### src/rtl/u2_ctrl_pkg.sv
// Board control plane shared definitions
// Setting addresses, vector types and control structs
`default_nettype none

package u2_ctrl_pkg;

   // Settings bus words
   typedef logic [7:0]  set_addr_t;
   typedef logic [31:0] set_data_t;

   // One settings-bus write, valid while stb is high
   typedef struct packed {
      logic      stb;
      set_addr_t addr;
      set_data_t data;
   } setting_t;

   // Clock generator control, data bits 4:0
   typedef struct packed {
      logic       clock_ready;
      logic [1:0] clk_en;
      logic [1:0] clk_sel;
   } clock_ctrl_t;

   typedef struct packed {
      logic enable;
      logic prbsen;
      logic loopen;
      logic rx_en;
   } serdes_ctrl_t;

   typedef struct packed {
      logic oe_a;
      logic on_a;
      logic oe_b;
      logic on_b;
   } adc_ctrl_t;

   typedef logic [7:0] led_t;

   // Bit 0 phy, 1 serdes link, 2 clk status, 3 pps, 4 one-shot, 5 periodic
   typedef logic [7:0] irq_t;

   typedef struct packed {
      logic [31:0] secs;
      logic [31:0] ticks;
   } vita_time_t;

   ////////////////////////////////////////////////////////////////////////////
   // Setting register map
   localparam set_addr_t SR_CLOCK     = 8'd0;
   localparam set_addr_t SR_SERDES    = 8'd1;
   localparam set_addr_t SR_ADC       = 8'd2;
   localparam set_addr_t SR_LED_SW    = 8'd3;
   localparam set_addr_t SR_PHY       = 8'd4;
   localparam set_addr_t SR_LED_SRC   = 8'd8;
   localparam set_addr_t SR_IRQ_MASK  = 8'd10;
   localparam set_addr_t SR_IRQ_CLEAR = 8'd11;
   // Three registers from here
   localparam set_addr_t SR_TIME64    = 8'd192;
   // Two registers from here
   localparam set_addr_t SR_SIMTIMER  = 8'd198;

   localparam set_data_t TICKS_PER_SEC_DEFAULT = 32'd100000000;

endpackage

`default_nettype wire

### src/rtl/board_ctrl_regs.sv
// Board control setting registers
// Clock, SERDES, ADC, PHY reset and LED registers with LED source mux
`timescale 1ns/1ps
`default_nettype none

module board_ctrl_regs (
   input  wire                       dsp_clk,
   input  wire                       wb_rst,
   input  u2_ctrl_pkg::setting_t     set_i,
   input  wire                       clk_status_i,
   input  wire                       serdes_link_up_i,
   output u2_ctrl_pkg::clock_ctrl_t  clock_ctrl_o,
   output u2_ctrl_pkg::serdes_ctrl_t serdes_ctrl_o,
   output u2_ctrl_pkg::adc_ctrl_t    adc_ctrl_o,
   output logic                      phy_reset_n_o,
   output u2_ctrl_pkg::led_t         leds_o
);

   u2_ctrl_pkg::clock_ctrl_t  clock_q;
   u2_ctrl_pkg::serdes_ctrl_t serdes_q;
   u2_ctrl_pkg::adc_ctrl_t    adc_q;
   u2_ctrl_pkg::led_t         led_sw_q;
   u2_ctrl_pkg::led_t         led_src_q;
   u2_ctrl_pkg::led_t         led_hw;
   logic                      phy_reset_q;

   ////////////////////////////////////////////////////////////////////////////
   // Register writes, one address each
   always_ff @(posedge dsp_clk) begin
      if (wb_rst) begin
         clock_q     <= '0;
         serdes_q    <= '0;
         adc_q       <= '0;
         led_sw_q    <= '0;
         led_src_q   <= '0;
         phy_reset_q <= 1'b0;
      end else if (set_i.stb) begin
         case (set_i.addr)
            u2_ctrl_pkg::SR_CLOCK:   clock_q     <= set_i.data[4:0];
            u2_ctrl_pkg::SR_SERDES:  serdes_q    <= set_i.data[3:0];
            u2_ctrl_pkg::SR_ADC:     adc_q       <= set_i.data[3:0];
            u2_ctrl_pkg::SR_LED_SW:  led_sw_q    <= set_i.data[7:0];
            u2_ctrl_pkg::SR_PHY:     phy_reset_q <= set_i.data[0];
            u2_ctrl_pkg::SR_LED_SRC: led_src_q   <= set_i.data[7:0];
            default: ;
         endcase
      end
   end

   assign clock_ctrl_o  = clock_q;
   assign serdes_ctrl_o = serdes_q;
   assign adc_ctrl_o    = adc_q;
   // PHY reset pin is active low
   assign phy_reset_n_o = ~phy_reset_q;

   ////////////////////////////////////////////////////////////////////////////
   // LEDs, source bit 1 picks hardware, 0 picks software
   assign led_hw = {6'b000000, clk_status_i, serdes_link_up_i};
   assign leds_o = (led_src_q & led_hw) | (~led_src_q & led_sw_q);

endmodule

`default_nettype wire

### src/rtl/simple_timer.sv
// One-shot and periodic countdown timers with interrupt pulses
`timescale 1ns/1ps
`default_nettype none

module simple_timer #(
   parameter u2_ctrl_pkg::set_addr_t BASE = u2_ctrl_pkg::SR_SIMTIMER
) (
   input  wire                   dsp_clk,
   input  wire                   wb_rst,
   input  u2_ctrl_pkg::setting_t set_i,
   output logic                  onetime_int_o,
   output logic                  periodic_int_o
);

   localparam u2_ctrl_pkg::set_addr_t ADDR_ONETIME  = BASE;
   localparam u2_ctrl_pkg::set_addr_t ADDR_PERIODIC = BASE + 8'd1;

   typedef enum logic {ST_IDLE, ST_COUNT} oneshot_state_t;

   oneshot_state_t            state;
   u2_ctrl_pkg::set_data_t    onetime_cnt;
   u2_ctrl_pkg::set_data_t    period;
   u2_ctrl_pkg::set_data_t    periodic_cnt;
   logic                      wr_onetime;
   logic                      wr_periodic;

   assign wr_onetime  = set_i.stb && (set_i.addr == ADDR_ONETIME);
   assign wr_periodic = set_i.stb && (set_i.addr == ADDR_PERIODIC);

   // One-shot, pulse N edges after the write, zero cancels
   always_ff @(posedge dsp_clk) begin
      if (wb_rst) begin
         state         <= ST_IDLE;
         onetime_cnt   <= '0;
         onetime_int_o <= 1'b0;
      end else begin
         onetime_int_o <= 1'b0;
         if (wr_onetime) begin
            onetime_cnt <= set_i.data;
            if (set_i.data != '0)
               state <= ST_COUNT;
            else
               state <= ST_IDLE;
         end else if (state == ST_COUNT) begin
            if (onetime_cnt == 32'd1) begin
               onetime_int_o <= 1'b1;
               state         <= ST_IDLE;
            end else begin
               onetime_cnt <= onetime_cnt - 32'd1;
            end
         end
      end
   end

   // Periodic, reloads from the stored period; period 0 stops it
   always_ff @(posedge dsp_clk) begin
      if (wb_rst) begin
         period         <= '0;
         periodic_cnt   <= '0;
         periodic_int_o <= 1'b0;
      end else begin
         periodic_int_o <= 1'b0;
         if (wr_periodic) begin
            period       <= set_i.data;
            periodic_cnt <= set_i.data;
         end else if (period != '0) begin
            if (periodic_cnt == 32'd1) begin
               periodic_int_o <= 1'b1;
               periodic_cnt   <= period;
            end else begin
               periodic_cnt <= periodic_cnt - 32'd1;
            end
         end
      end
   end

endmodule

`default_nettype wire

### src/rtl/vita_time.sv
// VITA seconds and ticks time counter
// PPS synchronizer, immediate or PPS-armed load, PPS interrupt
`timescale 1ns/1ps
`default_nettype none

module vita_time #(
   parameter u2_ctrl_pkg::set_addr_t BASE          = u2_ctrl_pkg::SR_TIME64,
   parameter u2_ctrl_pkg::set_data_t TICKS_PER_SEC = u2_ctrl_pkg::TICKS_PER_SEC_DEFAULT
) (
   input  wire                     dsp_clk,
   input  wire                     wb_rst,
   input  u2_ctrl_pkg::setting_t   set_i,
   input  wire                     pps_i,
   output u2_ctrl_pkg::vita_time_t vita_time_o,
   output logic                    pps_int_o
);

   localparam u2_ctrl_pkg::set_addr_t ADDR_SECS  = BASE;
   localparam u2_ctrl_pkg::set_addr_t ADDR_TICKS = BASE + 8'd1;
   localparam u2_ctrl_pkg::set_addr_t ADDR_CTRL  = BASE + 8'd2;

   typedef enum logic {LD_IDLE, LD_ARMED} load_state_t;

   load_state_t             load_state;
   u2_ctrl_pkg::vita_time_t pending;
   u2_ctrl_pkg::vita_time_t time_q;
   logic                    pps_meta;
   logic                    pps_sync;
   logic                    pps_prev;
   logic                    pps_rise;
   logic                    wr_ctrl;
   logic                    load_now;

   ////////////////////////////////////////////////////////////////////////////
   // PPS synchronizer and rising edge
   always_ff @(posedge dsp_clk) begin
      if (wb_rst) begin
         pps_meta  <= 1'b0;
         pps_sync  <= 1'b0;
         pps_prev  <= 1'b0;
         pps_int_o <= 1'b0;
      end else begin
         pps_meta  <= pps_i;
         pps_sync  <= pps_meta;
         pps_prev  <= pps_sync;
         pps_int_o <= pps_rise;
      end
   end

   assign pps_rise = pps_sync & ~pps_prev;

   // Pending time words
   always_ff @(posedge dsp_clk) begin
      if (set_i.stb && (set_i.addr == ADDR_SECS))
         pending.secs <= set_i.data;
      if (set_i.stb && (set_i.addr == ADDR_TICKS))
         pending.ticks <= set_i.data;
   end

   ////////////////////////////////////////////////////////////////////////////
   // Load control, bit 0 set loads now, clear arms for the next PPS
   assign wr_ctrl  = set_i.stb && (set_i.addr == ADDR_CTRL);
   assign load_now = (wr_ctrl && set_i.data[0]) || ((load_state == LD_ARMED) && pps_rise);

   always_ff @(posedge dsp_clk) begin
      if (wb_rst) begin
         load_state <= LD_IDLE;
      end else if (wr_ctrl) begin
         if (set_i.data[0])
            load_state <= LD_IDLE;
         else
            load_state <= LD_ARMED;
      end else if ((load_state == LD_ARMED) && pps_rise) begin
         load_state <= LD_IDLE;
      end
   end

   // Tick counter with carry into seconds
   always_ff @(posedge dsp_clk) begin
      if (wb_rst) begin
         time_q <= '0;
      end else if (load_now) begin
         time_q <= pending;
      end else if (time_q.ticks == (TICKS_PER_SEC - 32'd1)) begin
         time_q.ticks <= '0;
         time_q.secs  <= time_q.secs + 32'd1;
      end else begin
         time_q.ticks <= time_q.ticks + 32'd1;
      end
   end

   assign vita_time_o = time_q;

endmodule

`default_nettype wire

### src/rtl/interrupt_ctrl.sv
// Interrupt controller
// Edge-latched pending bits, mask, clear and processor interrupt
`timescale 1ns/1ps
`default_nettype none

module interrupt_ctrl (
   input  wire                   dsp_clk,
   input  wire                   wb_rst,
   input  u2_ctrl_pkg::setting_t set_i,
   input  u2_ctrl_pkg::irq_t     irq_i,
   output u2_ctrl_pkg::irq_t     irq_pending_o,
   output logic                  proc_int_o
);

   u2_ctrl_pkg::irq_t irq_prev;
   u2_ctrl_pkg::irq_t irq_rise;
   u2_ctrl_pkg::irq_t clear_bits;
   u2_ctrl_pkg::irq_t pending_q;
   u2_ctrl_pkg::irq_t mask_q;
   logic              wr_clear;
   logic              wr_mask;

   assign wr_clear = set_i.stb && (set_i.addr == u2_ctrl_pkg::SR_IRQ_CLEAR);
   assign wr_mask  = set_i.stb && (set_i.addr == u2_ctrl_pkg::SR_IRQ_MASK);

   assign irq_rise   = irq_i & ~irq_prev;
   assign clear_bits = wr_clear ? set_i.data[7:0] : '0;

   ////////////////////////////////////////////////////////////////////////////
   // Pending, a new edge wins over a clear in the same cycle
   always_ff @(posedge dsp_clk) begin
      if (wb_rst) begin
         irq_prev  <= '0;
         pending_q <= '0;
         mask_q    <= '0;
      end else begin
         irq_prev  <= irq_i;
         pending_q <= (pending_q & ~clear_bits) | irq_rise;
         if (wr_mask)
            mask_q <= set_i.data[7:0];
      end
   end

   assign irq_pending_o = pending_q;
   assign proc_int_o    = |(pending_q & mask_q);

endmodule

`default_nettype wire

### src/rtl/u2_ctrl_core.sv
// Board control plane top level
// Settings bus fan-out, interrupt source assembly, block instances
`timescale 1ns/1ps
`default_nettype none

module u2_ctrl_core #(
   parameter u2_ctrl_pkg::set_data_t TICKS_PER_SEC = u2_ctrl_pkg::TICKS_PER_SEC_DEFAULT
) (
   input  wire                       dsp_clk,
   input  wire                       wb_rst,
   input  u2_ctrl_pkg::setting_t     set_i,
   input  wire                       pps_i,
   input  wire                       clk_status_i,
   input  wire                       serdes_link_up_i,
   input  wire                       phy_int_n_i,
   output u2_ctrl_pkg::clock_ctrl_t  clock_ctrl_o,
   output u2_ctrl_pkg::serdes_ctrl_t serdes_ctrl_o,
   output u2_ctrl_pkg::adc_ctrl_t    adc_ctrl_o,
   output logic                      phy_reset_n_o,
   output u2_ctrl_pkg::led_t         leds_o,
   output u2_ctrl_pkg::vita_time_t   vita_time_o,
   output u2_ctrl_pkg::irq_t         irq_pending_o,
   output logic                      proc_int_o
);

   logic              onetime_int;
   logic              periodic_int;
   logic              pps_int;
   u2_ctrl_pkg::irq_t irq;

   board_ctrl_regs board_ctrl_regs0 (
      .dsp_clk          (dsp_clk),
      .wb_rst           (wb_rst),
      .set_i            (set_i),
      .clk_status_i     (clk_status_i),
      .serdes_link_up_i (serdes_link_up_i),
      .clock_ctrl_o     (clock_ctrl_o),
      .serdes_ctrl_o    (serdes_ctrl_o),
      .adc_ctrl_o       (adc_ctrl_o),
      .phy_reset_n_o    (phy_reset_n_o),
      .leds_o           (leds_o)
   );

   simple_timer #(
      .BASE (u2_ctrl_pkg::SR_SIMTIMER)
   ) simple_timer0 (
      .dsp_clk        (dsp_clk),
      .wb_rst         (wb_rst),
      .set_i          (set_i),
      .onetime_int_o  (onetime_int),
      .periodic_int_o (periodic_int)
   );

   vita_time #(
      .BASE          (u2_ctrl_pkg::SR_TIME64),
      .TICKS_PER_SEC (TICKS_PER_SEC)
   ) vita_time0 (
      .dsp_clk     (dsp_clk),
      .wb_rst      (wb_rst),
      .set_i       (set_i),
      .pps_i       (pps_i),
      .vita_time_o (vita_time_o),
      .pps_int_o   (pps_int)
   );

   ////////////////////////////////////////////////////////////////////////////
   // Interrupt sources, bits 7:6 reserved
   assign irq = {2'b00, periodic_int, onetime_int, pps_int,
                 clk_status_i, serdes_link_up_i, ~phy_int_n_i};

   interrupt_ctrl interrupt_ctrl0 (
      .dsp_clk       (dsp_clk),
      .wb_rst        (wb_rst),
      .set_i         (set_i),
      .irq_i         (irq),
      .irq_pending_o (irq_pending_o),
      .proc_int_o    (proc_int_o)
   );

endmodule

`default_nettype wire

### config.mk
export PLATFORM = sky130hd
export DESIGN_NAME = u2_ctrl_core
export DESIGN_NICKNAME = d
export VERILOG_FILES = /design/src/rtl/u2_ctrl_pkg.sv /design/src/rtl/board_ctrl_regs.sv /design/src/rtl/simple_timer.sv /design/src/rtl/vita_time.sv /design/src/rtl/interrupt_ctrl.sv /design/src/rtl/u2_ctrl_core.sv
export SDC_FILE = /design/constraint.sdc
export NUM_CORES = 1
export LEC_CHECK = 0
export BUFFER_PORTS_ARGS = -buffer_cell sky130_fd_sc_hd__buf_2
export CORE_ASPECT_RATIO = 0.7
export CORE_MARGIN = 2
export CORE_UTILIZATION = 50
export DETAILED_ROUTE_END_ITERATION = 10
export PLACE_DENSITY = 0.7
export SYNTH_ARGS = -nofsm -noshare
export SYNTH_HDL_FRONTEND = slang
export SYNTH_SLANG_ARGS = --single-unit
### constraint.sdc
create_clock -name dsp_clk -period 6.58 [get_ports dsp_clk]
set_clock_uncertainty 0.2 [all_clocks]
set_input_delay 0.987 -clock dsp_clk [delete_from_list [all_inputs] [get_ports dsp_clk]]
set_output_delay 0.987 -clock dsp_clk [all_outputs]
set_load 0.02 [all_outputs]
; Word-level counts from Yosys, hierarchy flattened
; Cells that the tools add are included.
[word_totals]
input_bits = 47
elab_cells = 115
register_bits = 286
[op_classes]
muxes = 19
eq_ne = 16
addsub = 4
n_reduce_logical = 27
n_bitwise = 16
[op_table]
columns = op, count
row1 = two-way mux 32 bit, 8
row2 = adder 32 x 1 -> 32 bit (second input constant), 2
row3 = == test 32 x 1 -> 1 bit (second input constant), 2
row4 = two-way mux 64 bit, 1
row5 = nonzero test 32 bit, 2
row6 = subtractor 32 x 1 -> 32 bit (second input constant), 2
row7 = == test 8 bit (second input constant), 5
row8 = == test 32 x 27 -> 1 bit (second input constant), 1
row9 = AND 8 bit, 3
row10 = == test 8 x 4 -> 1 bit (second input constant), 3
row11 = inverter 8 bit, 3
row12 = == test 8 x 2 -> 1 bit (second input constant), 2
row13 = bitwise OR 8 bit, 2
row14 = AND reduction 2 bit, 7
row15 = logical AND 1 bit, 9
row16 = two-way mux 1 bit, 9
row17 = AND 6 x 8 -> 8 bit, 1
row18 = AND 8 x 2 -> 8 bit, 1
row19 = == test 8 x 1 -> 1 bit (second input constant), 1
row20 = == test 8 x 3 -> 1 bit (second input constant), 1
row21 = logical NOT 8 bit, 1
row22 = two-way mux 8 bit, 1
row23 = nonzero test 2 bit, 4
row24 = OR reduction 8 bit, 1
row25 = other kinds (5), 10

; Logic depth before layout (Yosys ltp)
; Gate-level depths: netlist of the first run.
[logic_depth]
word_depth = 6
depth_mapped = 9
mapped_depth_nobuf = 8

; Hierarchy
; From an unflattened synthesis of the first run, not the netlist that was laid out.
[hier_totals]
hier_cells = 1450
hier_area_um2 = 13509.2
[by_module_without_submodules]
columns = module, cells_per_inst, area_per_inst_um2, instances
row1 = vita_time, 546, 5790.6, 1
row2 = simple_timer, 682, 5348.9, 1
row3 = board_ctrl_regs, 122, 1360.1, 1
row4 = interrupt_ctrl, 98, 1002.2, 1
row5 = u2_ctrl_core, 2, 7.5, 1

; Least setup slack after synthesis of the first run
; OpenSTA, ideal clock, no wires.
[synth_timing]
path_kind = input to register
start = input port set_i[34] in the netlist's numbering
end = register vita_time0.pending[0] in the netlist's numbering, enable pin
stages = 3
arrival_ns = 4.412
path_slack_ns = 1.500
path_buffers = 0
path_cell_list = or4b_2 -> or2_2 -> nor3b_1
[synth_via]
elab_chain_cells = 2
[synth_rtl]
columns = item, line_no
row1 = "start, declared", u2_ctrl_core.sv:11  ; input u2_ctrl_pkg::setting_t set_i,
row2 = == test 8 bit, vita_time.sv:56  ; if (set_i.stb && (set_i.addr == ADDR_TICKS))
row3 = logical AND 1 bit, vita_time.sv:56
row4 = "end, declared", vita_time.sv:25  ; u2_ctrl_pkg::vita_time_t pending;
; No other way between the ends.
; A chain may end at the register's enable or synchronous reset.

; Final worst setup path of the first run
[layout_timing]
start = input port set_i[34] in the netlist's numbering
end = register vita_time0.time_q, in the netlist vita_time0.vita_time_o[36]
[layout_via]
elab_chain_cells = 5
word_cells_on_any_way = 6
cone_classes = 1 x eq/ne / 1 x mux / 4 x reduce/logical
[layout_rtl]
columns = item, line_no
row1 = == test 8 bit *, vita_time.sv:62  ; assign wr_ctrl = set_i.stb && (set_i.addr == ADDR_CTRL);
row2 = logical AND 1 bit *, vita_time.sv:62
row3 = logical AND 1 bit *, vita_time.sv:63  ; assign load_now = (wr_ctrl && set_i.data[0]) || ((load_state == LD_ARMED) && pps_rise);
row4 = logical OR 1 bit *, vita_time.sv:63
row5 = two-way mux 64 bit or nonzero test 2 bit (tied branches), --
row6 = "end signal, assigned", vita_time.sv:83  ; time_q <= pending;
row7 = "end, declared", vita_time.sv:26  ; u2_ctrl_pkg::vita_time_t time_q;
; Mark *: on every way between the ends. The rest lies on a longest branch, timed or not.

==> results of run 1 <==
[sequential cells by signal, summed over array words and instances, names as in the netlist, 4 cells and up]
name                            count
board_ctrl_regs0.adc_ctrl_o         4
board_ctrl_regs0.clock_ctrl_o       5
board_ctrl_regs0.led_src_q          8
board_ctrl_regs0.led_sw_q           8
board_ctrl_regs0.serdes_ctrl_o      4
interrupt_ctrl0.irq_pending_o       8
interrupt_ctrl0.irq_prev            6
interrupt_ctrl0.mask_q              8
simple_timer0.onetime_cnt          32
simple_timer0.period               32
simple_timer0.periodic_cnt         32
vita_time0.pending                 64
vita_time0.vita_time_o             64
[synthesized netlist by cell type (all sizes together) (32+ instances only)]
master	number
dfxtp	220
nor2	157
nand2	152
a21oi	93
clkbuf	73
nand3	67
edfxtp	64
a211oi	61
xor2	60
nor3	50
nand4	39
o21ai	38
nor4	37
xnor2	34
o22ai	33
a21boi	32
[stage by stage]
step           hold WS, ns  setup WS [ns]  util, %
2_1_floorplan        0.214           1.50        -
3_3_place_gp         0.226           2.72     54.3
3_5_place_dp         0.235           2.69     54.3
4_1_cts              0.246           3.26     57.6
5_1_grt              0.269           3.07     57.6
6_report             0.243           3.18     57.6
[kinds of logic (layout without fill, tap and decap cells)]
kind of cell | Yosys count | in the layout | synth area share, %
mux | 25 | 25 | 1.94
simple gates | 621 | 621 | 24.0
buf+inv | 98 | 224 | 3.43
compound gates | 304 | 304 | 15.0
fa+ha+maj | 6 | 6 | 0.578
flops | 284 | 284 | 48.7
xor+xnor | 94 | 94 | 6.34
[final cells by class]
| type | instances | area [um^2] | share of cell area (%) |
|---|---|---|---|
| Clock inverter | 10 | 85.1 | 0.576 |
| Multi-Input combinational cell | 1050 | 6290 | 42.6 |
| Clock buffer | 42 | 773 | 5.24 |
| Inverter | 17 | 63.8 | 0.432 |
| Tap cell | 331 | 414 | 2.80 |
| Sequential cell | 284 | 6330 | 42.8 |
| Timing Repair Buffer | 155 | 817 | 5.53 |
[worst register-to-register path, stage by stage, from the launching register on]
cell	delay (ns)
dfxtp_1	0.36
or4_1	0.65
or4_4	0.61
o31ai_2	0.87
nor2_1	0.18
a211oi_1	0.27
nor3_1	0.07
[path summary, 6_finish.rpt]
check                                             startpoint                      endpoint  slack, ns  cells after the start
worst max-delay path                               set_i[34]    vita_time0.vita_time_o[36]       3.18                      7
worst min-delay path                  vita_time0.pending[23]    vita_time0.vita_time_o[23]       0.24                      2
worst max register to register  simple_timer0.onetime_cnt[4]  simple_timer0.onetime_cnt[9]       3.23                      6
worst min register to register        vita_time0.pending[23]    vita_time0.vita_time_o[23]       0.24                      2
[power by group]
group / switching, mW / internal [mW] / leakage (nW) / total [mW]
Clock: 0.683 / 0.852 / 0.415 / 1.53
Combinational: 0.240 / 0.131 / 2.96 / 0.371
Sequential: 0.0186 / 1.80 / 2.35 / 1.82
Total: 0.941 / 2.78 / 5.72 / 3.72
[metal layers]
metal	up-vias	wire (um)	track usage (%)
li1	5435	-	-
met1	5571	18300	42.6
met2	539	16200	39.1
met3	59	3560	5.28
met4	0	846	6.65
met5	-	0	0
==> run summary, run 1 <==
status = complete, no violations
most frequent cells in the layout = 220 x dfxtp_1, 157 x nor2_1, 151 x nand2_1
antenna violations before repair = 1
Synth Flop Type = dfxtp_1
final instance area = 0.0148 mm^2
area leader, netlist = dfxtp_1
final WL = 38900 um
placed cell areas = 0.0139 mm^2
commonest non-fill, non-tap cell in the layout = dfxtp_1
count of final hold-check violations = 0
FF+latch count, synth = 284
height of the chip = 139 um
Clock Path Buffers = 3
Rows = 49
clock sinks = 284
# placed instances = 1837
maximum fanout along the worst path = 92
global-route wire length before repair = 59000 um
nets = 1589
vias in the first global route = 10200
H-tree Lvls = 1
critical path class = in2reg
Critical Path RT = 6.89 ns
largest net degree at the start of global routing = 93
Total Negative Setup Slacks = 0 ns
share of the synthesized area in the top cell type = 33.9%
fmax = 0.294 GHz
die width = 197 um
Buf/Inv on CP = 2
startpoint types = input pin
period utilization = 51.6%
post-CTS sizing = 0
Initial Util = 50.7%
RSZ-0062 raised after global routing = no
worst-margin pin slew = 1.20 ns
syn_area_per_cell = 9.07 um^2
detailed-route DRC error count = 0
Final Max Slew Viols = 0
fin cells = 1889
Area Overhead vs Synth = 13.6%
Tot GR Track Use = 27.4%
Min-Delay Path Class = reg2reg
slowest stage cell, crit path = nor2_1
TritonCTS Buffers = 28
Vias/cell = 6.14
Initial DRC Count = 1160
Leakage = 5.72 nW
Async S/R FF share, synth = 0%
VDD IR-drop max = 189 uV
Pre-Repair DR Iteration Count = 5
clock slew at reported path FFs = 0.06 ns
Seq/Total Area, Yosys = 48.7%
critical-path cell list = buf_2, or4b_2, nor2_1, a32oi_4, buf_4, nor2_1, a22o_1
delay-heaviest family, CP = simple AND/OR/NAND/NOR gates
final setup vio count = 0
Crit path top cell by count = nor2_1
ant diodes = 0
Synth Instances = 1432
mean routed wirelength per cell = 20.6 um
vias = 11600
Skew-Pair Late Insertion Delay = 0.56 ns
number of port buffers = 141
yosys warns = 0
total of max-cap violations = 0
IO Pins = 142
Clock Tree Root = clkbuf_16
Rel. slew slack = 19.8%
Mapped Area = 0.0130 mm^2
fraction of layout cells with a size suffix above 1 = 14.4%
top cells by area, synth = dfxtp_1 34%, edfxtp_1 15%, nor2_1 4.5%
total power draw = 3.72 mW
fillers = 2224
syn nets = 1485
crit path capture type = flop
EDFF count, synth = 64
Post-CTS Setup Inserts = 0
total grt overflow = 0
crit-path max cell delay = 0.74 ns
PD cells = 252 mW/mm^2
die area = 0.0273 mm^2
core footprint = 0.0256 mm^2
min Tclk post-route = 3.40 ns
cts-stage hold buffer count = 0
post-synth cell types = 74
dpl hpwl = 25900 um
post-route ant nets = 0
CTS tree = yes
Worst Path Arrival = 3.71 ns
routability-driven placement congestion ratio = 0.888
Note: power is estimated with default switching activity, not from simulation.
==> inputs of run 2 (changes only) <==
==> constraint.sdc (replaced) <==
create_clock -name dsp_clk -period 3.36 [get_ports dsp_clk]
set_clock_uncertainty 0.2 [all_clocks]
set_input_delay 0.504 -clock dsp_clk [delete_from_list [all_inputs] [get_ports dsp_clk]]
set_output_delay 0.504 -clock dsp_clk [all_outputs]
set_load 0.02 [all_outputs]
==> run 2 against run 1 <==
  * Design area up 2.3%
  * Sequential share of layout area down 0.95 points
  * Utilization up 1.3 points
  * Non-clock buffer count up 29
  * Highest routed layer unchanged
  * Flip-flop and latch count unchanged
  * Global-route usage up 0.43 points
  * Clock power up 110%
  * Sequential power up 96%
  * Hold slack worse by 0.18 ns
  * Via count up 0.39%
==> run summary, run 2 (synthesized netlist as in run 1, its figures left out) <==
Total Negative Setup Slacks = 0 ns (unchanged)
slowest stage cell, crit path = or4_1
clock slew at reported path FFs = 0.06 ns (about the same)
Skew-Pair Late Insertion Delay = 0.56 ns (about the same)
PD cells = 495 mW/mm^2 (+96%)
core footprint = 0.0256 mm^2 (unchanged)
Worst Path Arrival = 3.30 ns (-0.41 ns)
global-route wire length before repair = 60500 um (+2.5%)
count of final hold-check violations = 0 (unchanged)
fillers = 2275 (+2.3%)
final setup vio count = 0 (unchanged)
total of max-cap violations = 0 (unchanged)
RSZ-0062 raised after global routing = no
crit path capture type = flop
height of the chip = 139 um (unchanged)
Initial DRC Count = 1155 (-0.43%)
post-CTS sizing = 0 (unchanged)
Vias/cell = 6.08 (-1.1%)
die area = 0.0273 mm^2 (unchanged)
ant diodes = 0 (unchanged)
die width = 197 um (unchanged)
mean routed wirelength per cell = 20.4 um (-0.96%)
Util after Layout = 58.9% (+1.3 points)
Clock Path Buffers = 3 (unchanged)
number of port buffers = 141 (unchanged)
startpoint types = flop
commonest non-fill, non-tap cell in the layout = dfxtp_1
Clock Tree Root = clkbuf_16
fmax = 0.330 GHz
critical-path cell list = or4_1, or4_4, o31ai_2, buf_4, nor2_1, xnor2_1, a211oi_1
CTS tree = yes
Rel. slew slack = 22.5% (+2.8 points)
most frequent cells in the layout = 220 x dfxtp_1, 157 x nor2_1, 151 x nand2_1
Min-Delay Path Class = in2reg
maximum fanout along the worst path = 9 (-90%)
vias = 11600 (+0.39%)
Leakage = 5.92 nW (+3.4%)
final WL = 39100 um (+0.51%)
period utilization = 90.3%
H-tree Lvls = 1 (unchanged)
TritonCTS Buffers = 28 (unchanged)
critical path class = reg2reg
post-route ant nets = 0 (unchanged)
fraction of layout cells with a size suffix above 1 = 16.0% (+1.6 points)
total grt overflow = 0 (unchanged)
Rows = 49 (unchanged)
Pre-Repair DR Iteration Count = 6 (+1)
largest net degree at the start of global routing = 85 (-8.6%)
dpl hpwl = 26800 um (+3.3%)
Area Overhead vs Synth = 16.2%
vias in the first global route = 10600 (+3.3%)
routability-driven placement congestion ratio = 0.941 (+6.0%)
Post-CTS Setup Inserts = 0 (unchanged)
Tot GR Track Use = 27.9% (+0.43 points)
antenna violations before repair = 0 (-1)
Final Max Slew Viols = 0 (unchanged)
IO Pins = 142 (unchanged)
cts-stage hold buffer count = 4 (+4)
crit-path max cell delay = 0.64 ns (-0.10 ns)
Initial Util = 50.7% (unchanged)
nets = 1618 (+1.8%)
Critical Path RT = 3.63 ns (-3.26 ns)
detailed-route DRC error count = 0 (unchanged)
clock sinks = 284 (unchanged)
min Tclk post-route = 3.03 ns
worst-margin pin slew = 1.15 ns (-0.0462 ns)
status = complete, no violations
total power draw = 7.48 mW (+100%)
VDD IR-drop max = 365 uV (+93%)
==> run 2: layout make-up <==
cell class / instances / area (um^2) / area share (%)
Tap cell: 331 / 414 / 2.74
Clock buffer: 38 / 800 / 5.29
Inverter: 17 / 63.8 / 0.423
Sequential cell: 284 / 6330 / 41.9
Timing Repair Buffer: 184 / 1080 / 7.17
Clock inverter: 13 / 126 / 0.837
Multi-Input combinational cell: 1050 / 6290 / 41.6
==> run 2: path summary, 6_finish.rpt <==
check,cells past startpoint,from,endpoint,slack [ns]
worst min-delay path,1,set_i[25],vita_time0.pending[57],0.06
worst max register to register,7,simple_timer0.onetime_cnt[4],simple_timer0.onetime_cnt[10],0.33
worst max-delay path,7,simple_timer0.onetime_cnt[4],simple_timer0.onetime_cnt[10],0.33
worst min register to register,2,vita_time0.pending[24],vita_time0.vita_time_o[24],0.26
==> run 2: layer usage <==
| layer | vias to the layer above | share of wire, % | GRT usage [%] |
|---|---|---|---|
| met4 | 0 | 1.9 | 6.13 |
| met2 | 505 | 41 | 39.5 |
| met1 | 5611 | 47 | 43.3 |
| li1 | 5485 | - | - |
| met5 | - | 0 | 0 |
| met3 | 48 | 9.2 | 5.81 |
==> run 2: worst max-delay path, delay by kind of cell, from the launching register on <==
family          cells  cell delay [ns]
simple gates        3             1.30
xor+xnor            1             0.12
compound gates      2             0.70
flops               1             0.36
buf+inv             1             0.26
==> run 2: per-stage QoR <==
| stage | cells | hold WS, ns | cell area (um^2) | setup WS [ns] |
|---|---|---|---|---|
| global route | 1917 | 0.0595 | 15100 | 0.192 |
| finish | 1917 | 0.0631 | 15100 | 0.327 |
| CTS | 1917 | 0.0542 | 15100 | 0.382 |
| floorplan | 1432 | 0.214 | 13000 | 0.294 |
| detailed placement | 1862 | 0.239 | 14100 | 0.402 |
| global placement | 1862 | 0.243 | 14100 | 0.443 |
==> run 2: power breakdown <==
group / internal [mW] / leakage [nW] / switching (mW)
sequential: 3.52 / 2.35 / 0.0366
combinational: 0.285 / 3.11 / 0.480
clock: 1.82 / 0.460 / 1.34
total: 5.63 / 5.92 / 1.85
==> inputs of run 3 (changes only) <==
==> constraint.sdc (replaced) <==
create_clock -name dsp_clk -period 3.43 [get_ports dsp_clk]
set_clock_uncertainty 0.2 [all_clocks]
set_input_delay 0.5145 -clock dsp_clk [delete_from_list [all_inputs] [get_ports dsp_clk]]
set_output_delay 0.5145 -clock dsp_clk [all_outputs]
set_load 0.02 [all_outputs]
==> run 3 against run 2 <==
  * Register-to-register slack gained 0.11 ns
  * Flip-flop and latch count is the same
  * Worst setup slack gained 0.11 ns
  * Global-route usage is essentially flat
  * Clock power grew 2%
  * Sequential share of layout area is essentially flat
  * Design area is essentially flat
  * Largest power group unchanged
==> run summary, run 3 (synthesized netlist as in run 1, its figures left out) <==
status = complete, no violations
maximum fanout along the worst path = 9 (unchanged)
vias = 11700 (+0.25%)
antenna violations before repair = 3 (+3)
commonest non-fill, non-tap cell in the layout = dfxtp_1
fmax = 0.334 GHz (+1.2%)
Tot GR Track Use = 27.9% (about the same)
Leakage = 5.93 nW (+0.11%)
Vias/cell = 6.10 (+0.35%)
cts-stage hold buffer count = 3 (-1)
number of port buffers = 141 (unchanged)
total grt overflow = 0 (unchanged)
TritonCTS Buffers = 28 (unchanged)
routability-driven placement congestion ratio = 0.949 (+0.82%)
Pre-Repair DR Iteration Count = 6 (unchanged)
critical path class = reg2reg
final WL = 39100 um (-0.14%)
min Tclk post-route = 3.00 ns (-0.0373 ns)
global-route wire length before repair = 60600 um (+0.19%)
VDD IR-drop max = 351 uV (-3.8%)
post-route ant nets = 0 (unchanged)
period utilization = 87.3% (-2.9 points)
Min-Delay Path Class = in2reg
CTS tree = yes
die width = 197 um (unchanged)
Rel. slew slack = 29.8% (+7.2 points)
count of final hold-check violations = 0 (unchanged)
final setup vio count = 0 (unchanged)
worst hold margin = 0.0207 ns (-0.0424 ns)
dpl hpwl = 26900 um (+0.50%)
ant diodes = 0 (unchanged)
Skew-Pair Late Insertion Delay = 0.55 ns (about the same)
Worst Path Arrival = 3.23 ns (-0.07 ns)
Clock Path Buffers = 3 (unchanged)
crit path capture type = flop
die area = 0.0273 mm^2 (unchanged)
fillers = 2220 (-2.4%)
Area Overhead vs Synth = 16.3% (about the same)
RSZ-0062 raised after global routing = no
nets = 1615 (-0.19%)
Clock Tree Root = clkbuf_16
worst-margin pin slew = 1.05 ns (-0.108 ns)
detailed-route DRC error count = 0 (unchanged)
total power draw = 7.46 mW (-0.17%)
mean routed wirelength per cell = 20.4 um (about the same)
Post-CTS Setup Inserts = 0 (unchanged)
IO Pins = 142 (unchanged)
core footprint = 0.0256 mm^2 (unchanged)
height of the chip = 139 um (unchanged)
Initial Util = 50.7% (unchanged)
Critical Path RT = 3.66 ns (+0.03 ns)
Total Negative Setup Slacks = 0 ns (unchanged)
fraction of layout cells with a size suffix above 1 = 16.2% (+0.15 points)
H-tree Lvls = 1 (unchanged)
Rows = 49 (unchanged)
total of max-cap violations = 0 (unchanged)
vias in the first global route = 10400 (-1.4%)
clock slew at reported path FFs = 0.06 ns (about the same)
PD cells = 494 mW/mm^2 (-0.27%)
largest net degree at the start of global routing = 87 (+2.4%)
clock sinks = 284 (unchanged)
Initial DRC Count = 1156 (+0.087%)
post-CTS sizing = 0 (unchanged)
most frequent cells in the layout = 220 x dfxtp_1, 157 x nor2_1, 151 x nand2_1
Final Max Slew Viols = 0 (unchanged)
startpoint types = flop
-- run 3: area by class of cell --
cell class                 instances  area (um^2)  area share [%]
timing repair buffer             181         1040            6.91
tap                              331          414            2.74
clock inverter                    18          204            1.35
sequential                       284         6330            41.9
clock buffer                      34          774            5.12
multi-input combinational       1050         6290            41.6
inverter                          17         63.8           0.422
-- run 3: worst paths after layout --
kind | start | end | slack (ns) | cells after the start
setup / recovery | simple_timer0.onetime_cnt[4] | simple_timer0.onetime_cnt[17] | 0.43 | 7
hold / removal | serdes_link_up_i | interrupt_ctrl0.irq_prev[1] | 0.02 | 2
setup reg to reg | simple_timer0.onetime_cnt[4] | simple_timer0.onetime_cnt[17] | 0.43 | 7
hold reg to reg | vita_time0.pending[23] | vita_time0.vita_time_o[23] | 0.25 | 2
-- run 3: worst max-delay path, cell delays in order, from the launching register on --
cell	delay, ns
dfxtp_1	0.36
or4_1	0.65
or4_4	0.60
o31ai_2	0.43
buf_4	0.25
or3_1	0.13
xnor2_1	0.06
a22o_1	0.22
-- run 3: per-stage QoR --
stage               util [%]  setup WS, ns  cells  cell area [um^2]
floorplan                  -         0.353   1432             13000
detailed placement      55.0         0.470   1860             14100
global route            59.0         0.298   1915             15100
global placement        55.0         0.504   1860             14100
CTS                     59.0         0.463   1915             15100
finish                  59.0         0.434   1915             15100
-- run 3: layer usage --
| metal | part of all wire, % | vias to the layer above | wire length [um] | GRT usage, % |
|---|---|---|---|---|
| met1 | 48 | 5582 | 18900 | 45.2 |
| met2 | 40 | 559 | 15600 | 38.1 |
| met4 | 1.9 | 0 | 754 | 6.05 |
| met3 | 9.9 | 58 | 3870 | 4.72 |
| met5 | 0 | - | 0 | 0 |
| li1 | - | 5479 | - | - |
-- run 3: power breakdown --
group	total, mW	internal, mW	switching, mW
logic	0.751	0.280	0.471
registers	3.48	3.45	0.0357
clock network	3.23	1.91	1.32
total	7.46	5.64	1.83
